==> src/uart_hub_pkg.sv <==
`default_nettype none

package uart_hub_pkg;

	//////////////////////////////////////////////////
	// sizes and timing
	//////////////////////////////////////////////////

	localparam int NUM_CHANNELS = 4;   // serial lines into the hub
	localparam int DATA_BITS    = 8;   // bits per frame, no parity
	localparam int OVERSAMPLE   = 16;  // strobes per bit
	localparam int BAUD_DIVISOR = 4;   // tick cycles per strobe

	// derived widths
	localparam int CHAN_W = $clog2(NUM_CHANNELS);
	localparam int OS_W   = $clog2(OVERSAMPLE);
	localparam int BIT_W  = $clog2(DATA_BITS);
	localparam int DIV_W  = $clog2(BAUD_DIVISOR);

	//////////////////////////////////////////////////
	// types
	//////////////////////////////////////////////////

	typedef logic [DATA_BITS-1:0] data_t;      // one received byte
	typedef logic [CHAN_W-1:0]    chan_t;      // channel index
	typedef logic [OS_W-1:0]      os_count_t;  // strobe count inside a bit
	typedef logic [BIT_W-1:0]     bit_count_t; // data bit index
	typedef logic [DIV_W-1:0]     div_count_t; // strobe divider

	// receiver fsm
	typedef enum logic [1:0]
	{
		IDLE,   // line idle, look for start edge
		START,  // half a bit to the start middle
		DATA,   // one full bit per data sample
		STOP    // sample stop bit
	} rx_state_t;

	// byte as it leaves a receiver or the hub
	typedef struct packed
	{
		chan_t chan;        // filled in by the collector
		data_t data;
		logic  frame_error; // stop bit sampled low
	} rx_byte_t;

endpackage

`default_nettype wire

==> src/rx_front_end.sv <==
`timescale 1ns/1ps
`default_nettype none

module rx_front_end import uart_hub_pkg::*;
(
	input  logic                    tick,
	input  logic                    reset,
	input  logic [NUM_CHANNELS-1:0] rx_lines,  // async, idle high
	output logic [NUM_CHANNELS-1:0] rx_sync,   // two cycles behind rx_lines
	output logic                    os_strobe  // one pulse per BAUD_DIVISOR cycles
);

	//////////////////////////////////////////////////
	// line synchronizers
	//////////////////////////////////////////////////

	logic [NUM_CHANNELS-1:0] sync_meta; // first stage, may go metastable

	always_ff @(posedge tick)
	begin
		if (reset)
		begin
			sync_meta <= '1; // lines read idle out of reset
			rx_sync   <= '1;
		end
		else
		begin
			sync_meta <= rx_lines;
			rx_sync   <= sync_meta; // settled copy for the receivers
		end
	end

	//////////////////////////////////////////////////
	// oversample strobe
	//////////////////////////////////////////////////

	// one divider for all channels, so every receiver
	// shares the same timebase
	div_count_t div_count;

	always_ff @(posedge tick)
	begin
		if (reset)
		begin
			div_count <= '0;
			os_strobe <= 1'b0;
		end
		else
		begin
			if (div_count == div_count_t'(BAUD_DIVISOR - 1))
			begin
				div_count <= '0;   // wrap
				os_strobe <= 1'b1; // pulse on the wrap
			end
			else
			begin
				div_count <= div_count + 1'b1;
				os_strobe <= 1'b0;
			end
		end
	end

endmodule

`default_nettype wire

==> src/uart_receiver.sv <==
`timescale 1ns/1ps
`default_nettype none

module uart_receiver import uart_hub_pkg::*;
(
	input  logic     tick,
	input  logic     reset,
	input  logic     os_strobe, // shared 16x strobe
	input  logic     rx_bit,    // synchronized serial line
	output logic     done,      // one cycle, byte ready
	output rx_byte_t rx_byte    // valid while done is high
);

	// sample points counted in strobes
	localparam os_count_t OS_HALF = os_count_t'(OVERSAMPLE / 2 - 1); // start middle
	localparam os_count_t OS_LAST = os_count_t'(OVERSAMPLE - 1);     // next bit middle
	localparam bit_count_t BIT_LAST = bit_count_t'(DATA_BITS - 1);

	rx_state_t  state;
	os_count_t  os_count;   // strobes since last sample point
	bit_count_t bit_count;  // data bits taken so far
	data_t      shift_reg;  // byte under assembly
	logic       frame_error;
	logic       mid_bit;    // at the middle of a data or stop bit

	assign mid_bit = os_strobe && (os_count == OS_LAST);

	//////////////////////////////////////////////////
	// control fsm
	//////////////////////////////////////////////////

	always_ff @(posedge tick)
	begin
		if (reset)
		begin
			state     <= IDLE;
			os_count  <= '0;
			bit_count <= '0;
			done      <= 1'b0;
		end
		else
		begin
			done <= 1'b0; // pulse only
			if (os_strobe)
			begin
				case (state)
					IDLE:
					begin
						if (!rx_bit) // falling edge, maybe a start bit
						begin
							state    <= START;
							os_count <= '0;
						end
					end
					START:
					begin
						if (os_count == OS_HALF)
						begin
							os_count  <= '0;
							bit_count <= '0;
							// line back high at the middle means a glitch
							state <= rx_bit ? IDLE : DATA;
						end
						else
							os_count <= os_count + 1'b1;
					end
					DATA:
					begin
						if (os_count == OS_LAST)
						begin
							os_count <= '0;
							if (bit_count == BIT_LAST)
								state <= STOP; // all data bits in
							else
								bit_count <= bit_count + 1'b1;
						end
						else
							os_count <= os_count + 1'b1;
					end
					STOP:
					begin
						if (os_count == OS_LAST)
						begin
							os_count <= '0;
							done     <= 1'b1; // high the cycle after the sample
							state    <= IDLE; // rest of stop bit is idle line
						end
						else
							os_count <= os_count + 1'b1;
					end
					default:
						state <= IDLE;
				endcase
			end
		end
	end

	//////////////////////////////////////////////////
	// payload
	//////////////////////////////////////////////////

	always_ff @(posedge tick)
	begin
		// lsb arrives first, shifts down to bit 0 by the last sample
		if (mid_bit && state == DATA)
			shift_reg <= {rx_bit, shift_reg[DATA_BITS-1:1]};
		if (mid_bit && state == STOP)
			frame_error <= ~rx_bit; // stop must be high
	end

	// held until the next frame reaches DATA
	assign rx_byte = '{chan: '0, data: shift_reg, frame_error: frame_error};

endmodule

`default_nettype wire

==> src/rx_collector.sv <==
`timescale 1ns/1ps
`default_nettype none

module rx_collector import uart_hub_pkg::*;
(
	input  logic                    tick,
	input  logic                    reset,
	input  logic [NUM_CHANNELS-1:0] done,                   // per receiver pulse
	input  rx_byte_t                rx_bytes [NUM_CHANNELS],
	output logic                    out_valid,              // one cycle strobe
	output rx_byte_t                out_byte                // tagged with its channel
);

	// one byte per channel
	data_t                   slot_data [NUM_CHANNELS];
	logic                    slot_err  [NUM_CHANNELS];
	logic [NUM_CHANNELS-1:0] slot_full;
	chan_t                   rr_ptr;     // first slot to look at
	logic                    pick_valid;
	chan_t                   pick_idx;

	//////////////////////////////////////////////////
	// round robin pick
	//////////////////////////////////////////////////

	always_comb
	begin : pick
		chan_t cand;
		pick_valid = 1'b0;
		pick_idx   = rr_ptr;
		cand       = rr_ptr;
		for (int k = 0; k < NUM_CHANNELS; k++)
		begin
			cand = chan_t'(rr_ptr + k); // wraps, channel count is a power of two
			if (!pick_valid && slot_full[cand])
			begin
				pick_valid = 1'b1; // first full slot wins
				pick_idx   = cand;
			end
		end
	end

	//////////////////////////////////////////////////
	// flags and pointer
	//////////////////////////////////////////////////

	always_ff @(posedge tick)
	begin
		if (reset)
		begin
			slot_full <= '0;
			rr_ptr    <= '0;
			out_valid <= 1'b0;
		end
		else
		begin
			out_valid <= pick_valid;
			if (pick_valid)
			begin
				slot_full[pick_idx] <= 1'b0;        // freed as it goes out
				rr_ptr              <= pick_idx + 1'b1; // start past it next time
			end
			for (int i = 0; i < NUM_CHANNELS; i++)
				if (done[i])
					slot_full[i] <= 1'b1; // never the slot being emitted
		end
	end

	// slot contents and output byte
	always_ff @(posedge tick)
	begin
		for (int i = 0; i < NUM_CHANNELS; i++)
		begin
			if (done[i])
			begin
				slot_data[i] <= rx_bytes[i].data;
				slot_err[i]  <= rx_bytes[i].frame_error;
			end
		end
		if (pick_valid)
			out_byte <= '{chan: pick_idx, data: slot_data[pick_idx],
				frame_error: slot_err[pick_idx]};
	end

endmodule

`default_nettype wire

==> src/uart_hub_top.sv <==
`timescale 1ns/1ps
`default_nettype none

module uart_hub_top import uart_hub_pkg::*;
(
	input  logic                    tick,
	input  logic                    reset,
	input  logic [NUM_CHANNELS-1:0] rx_lines,  // idle high
	output logic                    out_valid,
	output rx_byte_t                out_byte
);

	logic [NUM_CHANNELS-1:0] rx_sync;   // synchronized lines
	logic                    os_strobe; // shared oversample timebase
	logic [NUM_CHANNELS-1:0] done;
	rx_byte_t                rx_bytes [NUM_CHANNELS];

	//////////////////////////////////////////////////
	// front end
	//////////////////////////////////////////////////

	rx_front_end u_front_end
	(
		.tick      (tick),
		.reset     (reset),
		.rx_lines  (rx_lines),
		.rx_sync   (rx_sync),
		.os_strobe (os_strobe)
	);

	// one receiver per line
	for (genvar i = 0; i < NUM_CHANNELS; i++)
	begin : g_rx
		uart_receiver u_receiver
		(
			.tick      (tick),
			.reset     (reset),
			.os_strobe (os_strobe),
			.rx_bit    (rx_sync[i]),
			.done      (done[i]),
			.rx_byte   (rx_bytes[i])
		);
	end

	// merge into one tagged stream
	rx_collector u_collector
	(
		.tick      (tick),
		.reset     (reset),
		.done      (done),
		.rx_bytes  (rx_bytes),
		.out_valid (out_valid),
		.out_byte  (out_byte)
	);

endmodule

`default_nettype wire

==> config.mk <==
export PLATFORM = sky130hd
export DESIGN_NAME = uart_hub_top
export DESIGN_NICKNAME = d
export VERILOG_FILES = /design/src/uart_hub_pkg.sv /design/src/rx_front_end.sv /design/src/uart_receiver.sv /design/src/rx_collector.sv /design/src/uart_hub_top.sv
export SDC_FILE = /design/constraint.sdc
export NUM_CORES = 1
export LEC_CHECK = 0
export BUFFER_PORTS_ARGS = -buffer_cell sky130_fd_sc_hd__buf_2
export CORE_UTILIZATION = 45
export CTS_CLUSTER_SIZE = 12
export DETAILED_ROUTE_END_ITERATION = 7
export MAX_ROUTING_LAYER = met4
export PLACE_DENSITY = 0.68
export SYNTH_ARGS = -nofsm -noshare
export SYNTH_HDL_FRONTEND = slang
export SYNTH_HIERARCHICAL = 1
export SYNTH_SLANG_ARGS = --single-unit
export TNS_END_PERCENT = 10
==> constraint.sdc <==
create_clock -name tick -period 2.07 [get_ports tick]
set_input_delay 0.1035 -clock tick [delete_from_list [all_inputs] [get_ports tick]]
set_output_delay 0.1035 -clock tick [all_outputs]
set_load 0.05 [all_outputs]
==> metrics.yaml, run 1 <==
placement:
  io_buffers: 17
  place_ws_ps: 149.8
  hpwl_um: 6582
  place.gp.congestion: 0.7941
finish:
  area_growth_pct: 14.46
  nFillCells: 1099
  drive_above_1_share_pct: 16.34
  fin_nets: 520
  antenna_cells: 0
min_path:
  min_path_type: "in -> reg"
die:
  die-width_um: 117.7
  fp.coreArea_um2: 12820
  die_h_um: 117.7
  dieArea_um2: 13850
  rows: 41
  start_util_pct: 46.96
  num_io_pins: 18
global_route:
  grtUsageTotal_pct: 15.91
  antenna_found_initial: 0
  grt_pass1_wl_um: 16890
  grt-ovfl-total: 0
  first_global_vias: 3551
  grt_max_degree: 29
timing:
  hold_viol: 0
  slew_violations: 0
  relSlewSlack_pct: 63.82
  fin_setup_tns_ps: 0
  tightest_slew_ps: 541.9
  fin_crit_sh_pct: 93.25
  finalSetupViolCount: 0
  finClkSkew_ps: 5.325
  rsz0062_at_grt: "no"
  fin_crit_ps: 1930
  fmax_ghz: 0.5181
  worst_slack_ps: 139.8
pwr:
  clockPowerShare_pct: 49.2
  p_int_w: 0.004855
  ir_worst_vdd_v: 0.0005508
  combPwrFrac_pct: 1.3
  totalPowerFinal_w: 0.005981
  swShare_pct: 18.83
  seqPwrFrac_pct: 49.5
  leakagePower_nw: 2.362
  p_sw_w: 0.001126
  powerDensity_nw_per_um2: 867.8
setup_path:
  end_kind: "flip-flop"
  crit_path_start_kind: "flip-flop"
  worst-setup-path-type: "reg -> reg"
  arrival_ps: 2220
  cp_max_fo: 3
  cp.required_ps: 2360
yosys:
  synth_nets: 492
  synth_cells: 473
  ys_warn_count: 6
  synth_area_um2: 6022
  avgSynthCellArea_um2: 12.73
clock_network:
  clock-sinks: 141
  cts_buffers: 17
  cts_root_buf: "clkbuf_16"
  clk_latency_ps: 410
  clk_pin_slew_worst_paths_ps: 50
  clockBufferDepth: 2
  cts_tree: "yes"
  cts_resized: 0
  cts_setup_buffers: 0
  htree_levels: 4
drt:
  drt_iter0_drc: 248
  drc_errors: 0
  wl_per_cell_um: 14.30
  antenna_left: 0
  viasPerCell: 5.249
  wl_met2_um: 4780
  met1Wirelength_um: 4573
  wl_um: 9811
  dr.max_layer_used: "met4"
  vias: 3601
  dr_wl_met3_um: 316
  first_pass_iters: 4
run:
  maxCapViolations: 0
run_status:
  run_status: "finished clean"
-- stage by stage --
step | utilization (%) | instance area, µm² | hold WS [ps] | instances
2_1_floorplan | - | 6022 | 200.6 | 473
3_3_place_gp | 48.91 | 6272 | 282.2 | 650
3_5_place_dp | 48.91 | 6272 | 283.2 | 650
4_1_cts | 53.75 | 6893 | 117.9 | 686
5_1_grt | 53.75 | 6893 | 141.9 | 686
6_report | 53.75 | 6893 | 127.4 | 686
-- power groups by stage --
stage,logic [W],registers (W),clock network (W)
3_3_place_gp,0.0000696,0.00302,0
4_1_cts,0.0000759,0.00296,0.00301
6_report,0.0000748,0.00296,0.00295
5_1_grt,0.0000840,0.00296,0.00314
2_1_floorplan,0.0000468,0.00302,0
3_5_place_dp,0.0000700,0.00302,0
-- area by class of cell --
cell class	count	area (µm²)	share of cell area (%)
clock buffer	18	429.2	6.226
sequential	141	3654	53.00
multi-input combinational	294	2131	30.91
tap	172	215.2	3.122
clock inverter	14	151.4	2.196
inverter	12	45.04	0.6535
timing repair buffer	35	267.8	3.885
-- placed cells by master (no fill, tap or decap), types with 5 or more instances in the layout --
cell type	count
ha_1	13
a21oi_1	22
nand2_1	26
nand3_1	8
a32oi_1	6
buf_2	17
inv_1	12
clkbuf_16	17
mux2i_1	40
dfxtp_1	58
nor2_1	41
edfxtp_1	83
buf_4	11
or2_1	11
nor3_1	20
nand2b_1	9
o21ai_1	5
nor3b_1	9
-- path summary, 6_finish.rpt --
kind	start	to	slack [ps]	cells past startpoint
min	reset	g_rx[0].u_receiver/os_count[1]$_SDFFE_PP0P_	130	2
max reg2reg	g_rx[2].u_receiver/bit_count[0]$_SDFFE_PP0P_	g_rx[2].u_receiver/bit_count[0]$_SDFFE_PP0P_	140	5
max	g_rx[2].u_receiver/bit_count[0]$_SDFFE_PP0P_	g_rx[2].u_receiver/bit_count[0]$_SDFFE_PP0P_	140	5
min reg2reg	u_front_end/sync_meta[2]$_SDFF_PP1_	u_front_end/rx_sync[2]$_SDFF_PP1_	400	1
-- metal layers --
layer / vias to the layer above / global-route usage [%]
met5: - / -
met4: 0 / 7.051
met3: 11 / 4.215
met2: 57 / 24.74
met1: 1737 / 19.45
li1: 1796 / -
-- critical path, cell delays in order (launching register included) --
cell and delay (ps):
dfxtp_1 320, ha_1 200, ha_1 200, or4b_4 560
a21oi_4 220, mux2_4 310
-- what timing repair did --
action | CTS | global route
hold buffers | 4 | 0
endpoints found under the setup margin | 0 | 0
endpoints found under the hold margin | 4 | 0
No activity file was read; power rests on OpenSTA's default activity.
==> run 2, diff against run 1 <==
--- a/config.mk
+++ b/config.mk
@@ -6,7 +6,9 @@
 export NUM_CORES = 1
 export LEC_CHECK = 0
 export BUFFER_PORTS_ARGS = -buffer_cell sky130_fd_sc_hd__buf_2
+export CORE_ASPECT_RATIO = 0.7
 export CORE_UTILIZATION = 45
+export CTS_BUF_LIST = sky130_fd_sc_hd__clkbuf_16
 export CTS_CLUSTER_SIZE = 12
 export DETAILED_ROUTE_END_ITERATION = 7
 export MAX_ROUTING_LAYER = met4
==> run 2 against run 1 <==
Effect of this change:
- first-iteration DRC count fell by 16%
- non-clock buffer count rose by 1
- critical path depth did not move
- die area barely moved
- flip-flop and latch count did not move
- via count rose by 2.4%
- wire length rose by 7.0%
- count of clock-buffer cells in the layout fell by 1
- sequential power barely moved
- global-route usage rose by 1.0 points
- setup slack got worse by 19 ps
- critical endpoint is now g_rx[0].u_receiver/bit_count[0]$_SDFFE_PP0P_
- largest cell class unchanged
- highest routed layer unchanged
==> metrics.yaml, run 2 (synthesis results as in run 1) <==
run_status:
  run_status: "finished clean"
setup_path:
  reg2reg_from: "g_rx[0].u_receiver/bit_count[0]$_SDFFE_PP0P_"
  reg2reg_setup_slack_ps: 120  # -20 ps
  cp.required_ps: 2370  # about the same
  cp_max_fo: 3  # unchanged
  crit_path_start_kind: "flip-flop"
  timing.rr.end: "g_rx[0].u_receiver/bit_count[0]$_SDFFE_PP0P_"
  end_kind: "flip-flop"
  arrival_ps: 2240  # +20 ps
  worst-setup-path-type: "reg -> reg"
  reg2reg_depth: 5  # unchanged
placement:
  io_buffers: 17  # unchanged
  hpwl_um: 6980  # +6.0%
  place.gp.congestion: 0.8408  # +5.9%
  dpl_cell_area_um2: 6255  # -0.28%
timing:
  fmax_ghz: 0.5132  # -0.95%
  finClkSkew_ps: 8.652  # +3.327 ps
  tightest_slew_ps: 613.1  # +71.12 ps
  fin_setup_tns_ps: 0  # unchanged
  fin_hold_ws_ps: 208.0  # +80.60 ps
  rsz0062_at_grt: "no"
  hold_viol: 0  # unchanged
  slew_violations: 0  # unchanged
  fin_crit_sh_pct: 94.14  # +0.90 points
  finalSetupViolCount: 0  # unchanged
  fin_crit_ps: 1949  # +18.53 ps
  relSlewSlack_pct: 59.13  # -4.7 points
global_route:
  first_global_vias: 3661  # +3.1%
  grt-ovfl-total: 0  # unchanged
  grtUsageTotal_pct: 16.93  # +1.0 points
  antenna_found_initial: 0  # unchanged
  grt_max_degree: 31  # +6.9%
  grt_pass1_wl_um: 17510  # +3.7%
drt:
  first_pass_iters: 5  # +1
  antenna_left: 0  # unchanged
  wl_um: 10500  # +7.0%
  met1Wirelength_um: 5195  # +14%
  drt_iter0_drc: 208  # -16%
  dr.max_layer_used: "met4"
  wl_per_cell_um: 15.51  # +8.4%
  dr_wl_met3_um: 430  # +36%
  vias: 3688  # +2.4%
  viasPerCell: 5.448  # +3.8%
  drc_errors: 0  # unchanged
  wl_met2_um: 4789  # +0.19%
clock_network:
  clock-sinks: 141  # unchanged
  htree_levels: 4  # unchanged
  clk_latency_ps: 410  # about the same
  hold_buffers: 4  # unchanged
  cts_setup_buffers: 0  # unchanged
  cts_tree: "yes"
  clk_pin_slew_worst_paths_ps: 60  # about the same
  cts_resized: 0  # unchanged
  cts_buffers: 17  # unchanged
  cts_root_buf: "clkbuf_16"
  clockBufferDepth: 2  # unchanged
run:
  maxCapViolations: 0  # unchanged
finish:
  finish.utilization_pct: 54.76  # +1.0 points
  drive_above_1_share_pct: 17.09  # +0.74 points
  antenna_cells: 0  # unchanged
  final_cell_area_um2: 6965  # +1.1%
  layout_common_cells: "edfxtp_1, dfxtp_1, nor2_1, mux2i_1, nand2_1"
  fin_nets: 521  # +0.19%
  layout_commonest_cell: "edfxtp_1"
  area_growth_pct: 15.67
die:
  die_h_um: 98.79  # -16%
  dieArea_um2: 13860  # about the same
  num_io_pins: 18  # unchanged
  start_util_pct: 47.34  # +0.39 points
  rows: 34  # -17%
  die-width_um: 140.3  # +19%
  fp.coreArea_um2: 12720  # -0.82%
min_path:
  hold_start: "reset"
  whs_path_depth: 2  # unchanged
  min_to: "g_rx[0].u_receiver/os_count[2]$_SDFFE_PP0P_"
  min_path_type: "in -> reg"
pwr:
  ir_worst_vdd_v: 0.0006983  # +27%
  totalPowerFinal_w: 0.006438  # +7.6%
  powerDensity_nw_per_um2: 924.3  # +6.5%
  leakagePower_nw: 2.406  # +1.9%
==> run 2: cell count changes in the layout (fill, tap and decap cells not counted), sizes merged <==
cell and change:
buf +1, bufinv +3, clkbuf -1, clkinv -4, inv +2
==> run 2: worst max-delay path: stages (launching register included) <==
cell and delay [ps]:
dfxtp_1 330, ha_1 230, ha_1 200, or4b_4 560, a21oi_4 210, mux2_4 310
==> run 2: final cells by class <==
type	count	area, µm²
clock buffers	17	425.4
well taps	162	202.7
repair buffers	36	262.8
clock inverters	15	245.2
fillers	1002	5754
inverters	12	45.04
flip-flops and latches	141	3654
multi-input cells	294	2131
==> run 2: per-stage QoR <==
stage | cells | setup slack, ps
finish | 677 | 121.3
global route | 677 | 68.89
CTS | 677 | 120.7
detailed placement | 641 | 154.3
global placement | 641 | 200.5
floorplan | 473 | 218.8
==> run 2: worst max path at each step <==
stage,endpoint,cells after the start,startpoint
after floorplan,u_collector/out_byte[0]$_DFFE_PP_,7,u_collector/slot_full[2]$_SDFFE_PP0P_
after global placement,g_rx[3].u_receiver/bit_count[0]$_SDFFE_PP0P_,5,g_rx[3].u_receiver/bit_count[0]$_SDFFE_PP0P_
after detailed placement,g_rx[0].u_receiver/bit_count[0]$_SDFFE_PP0P_,5,g_rx[0].u_receiver/bit_count[0]$_SDFFE_PP0P_
after CTS,g_rx[0].u_receiver/bit_count[0]$_SDFFE_PP0P_,5,g_rx[0].u_receiver/bit_count[0]$_SDFFE_PP0P_
after global routing,g_rx[0].u_receiver/bit_count[0]$_SDFFE_PP0P_,5,g_rx[0].u_receiver/bit_count[0]$_SDFFE_PP0P_
final,g_rx[0].u_receiver/bit_count[0]$_SDFFE_PP0P_,5,g_rx[0].u_receiver/bit_count[0]$_SDFFE_PP0P_
==> run 2: per-layer routing <==
metal | up-vias | GRT usage (%)
met3 | 12 | 5.199
met5 | - | -
li1 | 1805 | -
met1 | 1791 | 21.90
met4 | 0 | 4.565
met2 | 80 | 25.85
==> run 2: power by group <==
group / internal, W / switching, W
logic: 0.0000322 / 0.0000415
clock network: 0.00226 / 0.00114
registers: 0.00295 / 0.00000919
total: 0.00524 / 0.00119
==> run 3, diff against run 2 <==
--- a/config.mk
+++ b/config.mk
@@ -12,7 +12,6 @@
 export CTS_CLUSTER_SIZE = 12
 export DETAILED_ROUTE_END_ITERATION = 7
 export MAX_ROUTING_LAYER = met4
-export PLACE_DENSITY = 0.68
 export SYNTH_ARGS = -nofsm -noshare
 export SYNTH_HDL_FRONTEND = slang
 export SYNTH_HIERARCHICAL = 1
==> run 3 against run 2 <==
Effect of this change:
- maximum frequency grew 0.71%
- sequential power is essentially flat
- power shrank 6.0%
- combinational power shrank 2%
- sequential share of layout area grew 0.43 points
- via count shrank 1.4%
==> metrics.yaml, run 3 (synthesis results as in run 1) <==
drt:
  dr.max_layer_used: "met4"
  antenna_left: 0  # unchanged
  first_pass_iters: 4  # -1
  met1Wirelength_um: 5214  # +0.37%
  vias: 3636  # -1.4%
  drc_errors: 0  # unchanged
  drt_iter0_drc: 225  # +8.2%
  wl_um: 10280  # -2.1%
  wl_per_cell_um: 15.14  # -2.4%
  viasPerCell: 5.355  # -1.7%
  wl_met2_um: 4588  # -4.2%
  dr_wl_met3_um: 391  # -9.1%
placement:
  io_buffers: 17  # unchanged
  place_ws_ps: 145.2  # -9.128 ps
  hpwl_um: 6843  # -2.0%
  place.gp.congestion: 0.8105  # -3.6%
  placed_cells: 643  # +0.31%
setup_path:
  arrival_ps: 2230  # about the same
  worst-setup-path-type: "reg -> reg"
  path_common_cell: "ha_1"
  cpPeakStageDelay_ps: 550  # about the same
  path_cells: "ha_1 -> ha_1 -> or4b_4 -> a21oi_4 -> mux2_4"
  cp_max_fo: 3  # unchanged
  path_buf_inv: 0  # unchanged
  end_kind: "flip-flop"
  cp.required_ps: 2360  # about the same
  cpMaxStageDelayCell: "or4b_4"
  crit_path_start_kind: "flip-flop"
  crit_family: "simple AND/OR/NAND/NOR gates"
clock_network:
  clockBufferDepth: 2  # unchanged
  cts_buffers: 17  # unchanged
  htree_levels: 4  # unchanged
  clk_latency_ps: 410  # about the same
  cts_tree: "yes"
  cts_resized: 0  # unchanged
  clk_pin_slew_worst_paths_ps: 60  # about the same
  cts_setup_buffers: 0  # unchanged
  clock-sinks: 141  # unchanged
  hold_buffers: 4  # unchanged
  cts_root_buf: "clkbuf_16"
timing:
  fin_crit_sh_pct: 93.48  # -0.66 points
  tightest_slew_ps: 587.3  # -25.72 ps
  relSlewSlack_pct: 60.84  # +1.7 points
  hold_viol: 0  # unchanged
  fin_crit_ps: 1935  # -13.73 ps
  worst_slack_ps: 135.0  # +13.73 ps
  finClkSkew_ps: 10.52  # +1.867 ps
  rsz0062_at_grt: "no"
  slew_violations: 0  # unchanged
  finalSetupViolCount: 0  # unchanged
  fmax_ghz: 0.5168  # +0.71%
  fin_setup_tns_ps: 0  # unchanged
pwr:
  clockPowerShare_pct: 49.9  # -3.0 points
  swShare_pct: 20.60  # +2.0 points
  powerDensity_nw_per_um2: 875.9  # -5.2%
  seqPwrFrac_pct: 48.9  # +2.9 points
  totalPowerFinal_w: 0.006051  # -6.0%
  ir_worst_vdd_v: 0.0006457  # -7.5%
  combPwrFrac_pct: 1.2  # about the same
  leakagePower_nw: 2.399  # -0.30%
  p_sw_w: 0.001247  # +4.3%
  p_int_w: 0.004805  # -8.4%
run:
  maxCapViolations: 0  # unchanged
global_route:
  grt_pass1_wl_um: 17280  # -1.3%
  grt_max_degree: 33  # +6.5%
  grtUsageTotal_pct: 16.62  # -0.31 points
  grt-ovfl-total: 0  # unchanged
  antenna_found_initial: 0  # unchanged
  first_global_vias: 3608  # -1.4%
die:
  num_io_pins: 18  # unchanged
  dieArea_um2: 13860  # unchanged
  fp.coreArea_um2: 12720  # unchanged
  die_h_um: 98.79  # unchanged
  rows: 34  # unchanged
  start_util_pct: 47.34  # unchanged
  die-width_um: 140.3  # unchanged
min_path:
  min_path_type: "in -> reg"
finish:
  area_growth_pct: 14.73
  drive_above_1_share_pct: 17.41  # +0.32 points
  layout_commonest_cell: "edfxtp_1"
  antenna_cells: 0  # unchanged
  layout_common_cells: "edfxtp_1, dfxtp_1, nor2_1, mux2i_1, nand2_1"
  fin_nets: 523  # +0.38%
  finish.utilization_pct: 54.32  # -0.44 points
  stdcell_count: 679  # +0.30%
run_status:
  run_status: "finished clean"
-- run 3: path summary, 6_finish.rpt --
kind | slack, ps | cells after the start | from | end
setup / recovery | 140 | 5 | g_rx[2].u_receiver/bit_count[0]$_SDFFE_PP0P_ | g_rx[2].u_receiver/bit_count[0]$_SDFFE_PP0P_
hold / removal | 190 | 2 | reset | g_rx[0].u_receiver/os_count[1]$_SDFFE_PP0P_
setup reg to reg | 140 | 5 | g_rx[2].u_receiver/bit_count[0]$_SDFFE_PP0P_ | g_rx[2].u_receiver/bit_count[0]$_SDFFE_PP0P_
hold reg to reg | 410 | 1 | u_front_end/sync_meta[1]$_SDFF_PP1_ | u_front_end/rx_sync[1]$_SDFF_PP1_
-- run 3: final cells by class --
type / count / area (µm²)
Multi-Input combinational cell: 294 / 2131
Clock inverter: 13 / 123.9
Fill cell: 1071 / 5811
Inverter: 12 / 45.04
Tap cell: 162 / 202.7
Sequential cell: 141 / 3654
Timing Repair Buffer: 38 / 277.8
Clock buffer: 19 / 475.5
-- run 3: through the flow --
stage	hold slack, ps	area (µm²)
finish	190.9	6909
global route	223.5	6909
CTS	192.4	6909
detailed placement	290.4	6270
global placement	280.1	6270
floorplan	200.6	6022
-- run 3: power groups by stage --
| stage | sequential, W | clock, W | combinational (W) |
|---|---|---|---|
| final | 0.00296 | 0.00302 | 0.0000725 |
| after global routing | 0.00296 | 0.00322 | 0.0000812 |
| after CTS | 0.00296 | 0.00310 | 0.0000725 |
| after detailed placement | 0.00302 | 0 | 0.0000667 |
| after global placement | 0.00302 | 0 | 0.0000656 |
| after floorplan | 0.00302 | 0 | 0.0000468 |
-- run 3: worst reg2reg max path, delay by kind of cell, from the launching register on --
kind / cells / cell delay, ps
mux: 1 / 320
simple gates: 1 / 550
flops: 1 / 330
fa+ha+maj: 2 / 400
compound gates: 1 / 230
-- run 3: metal layers --
layer	global-route usage, %	vias to the layer above
met4	6.002	0
met3	4.519	7
met1	21.71	1758
li1	-	1806
met2	24.88	65
met5	-	-
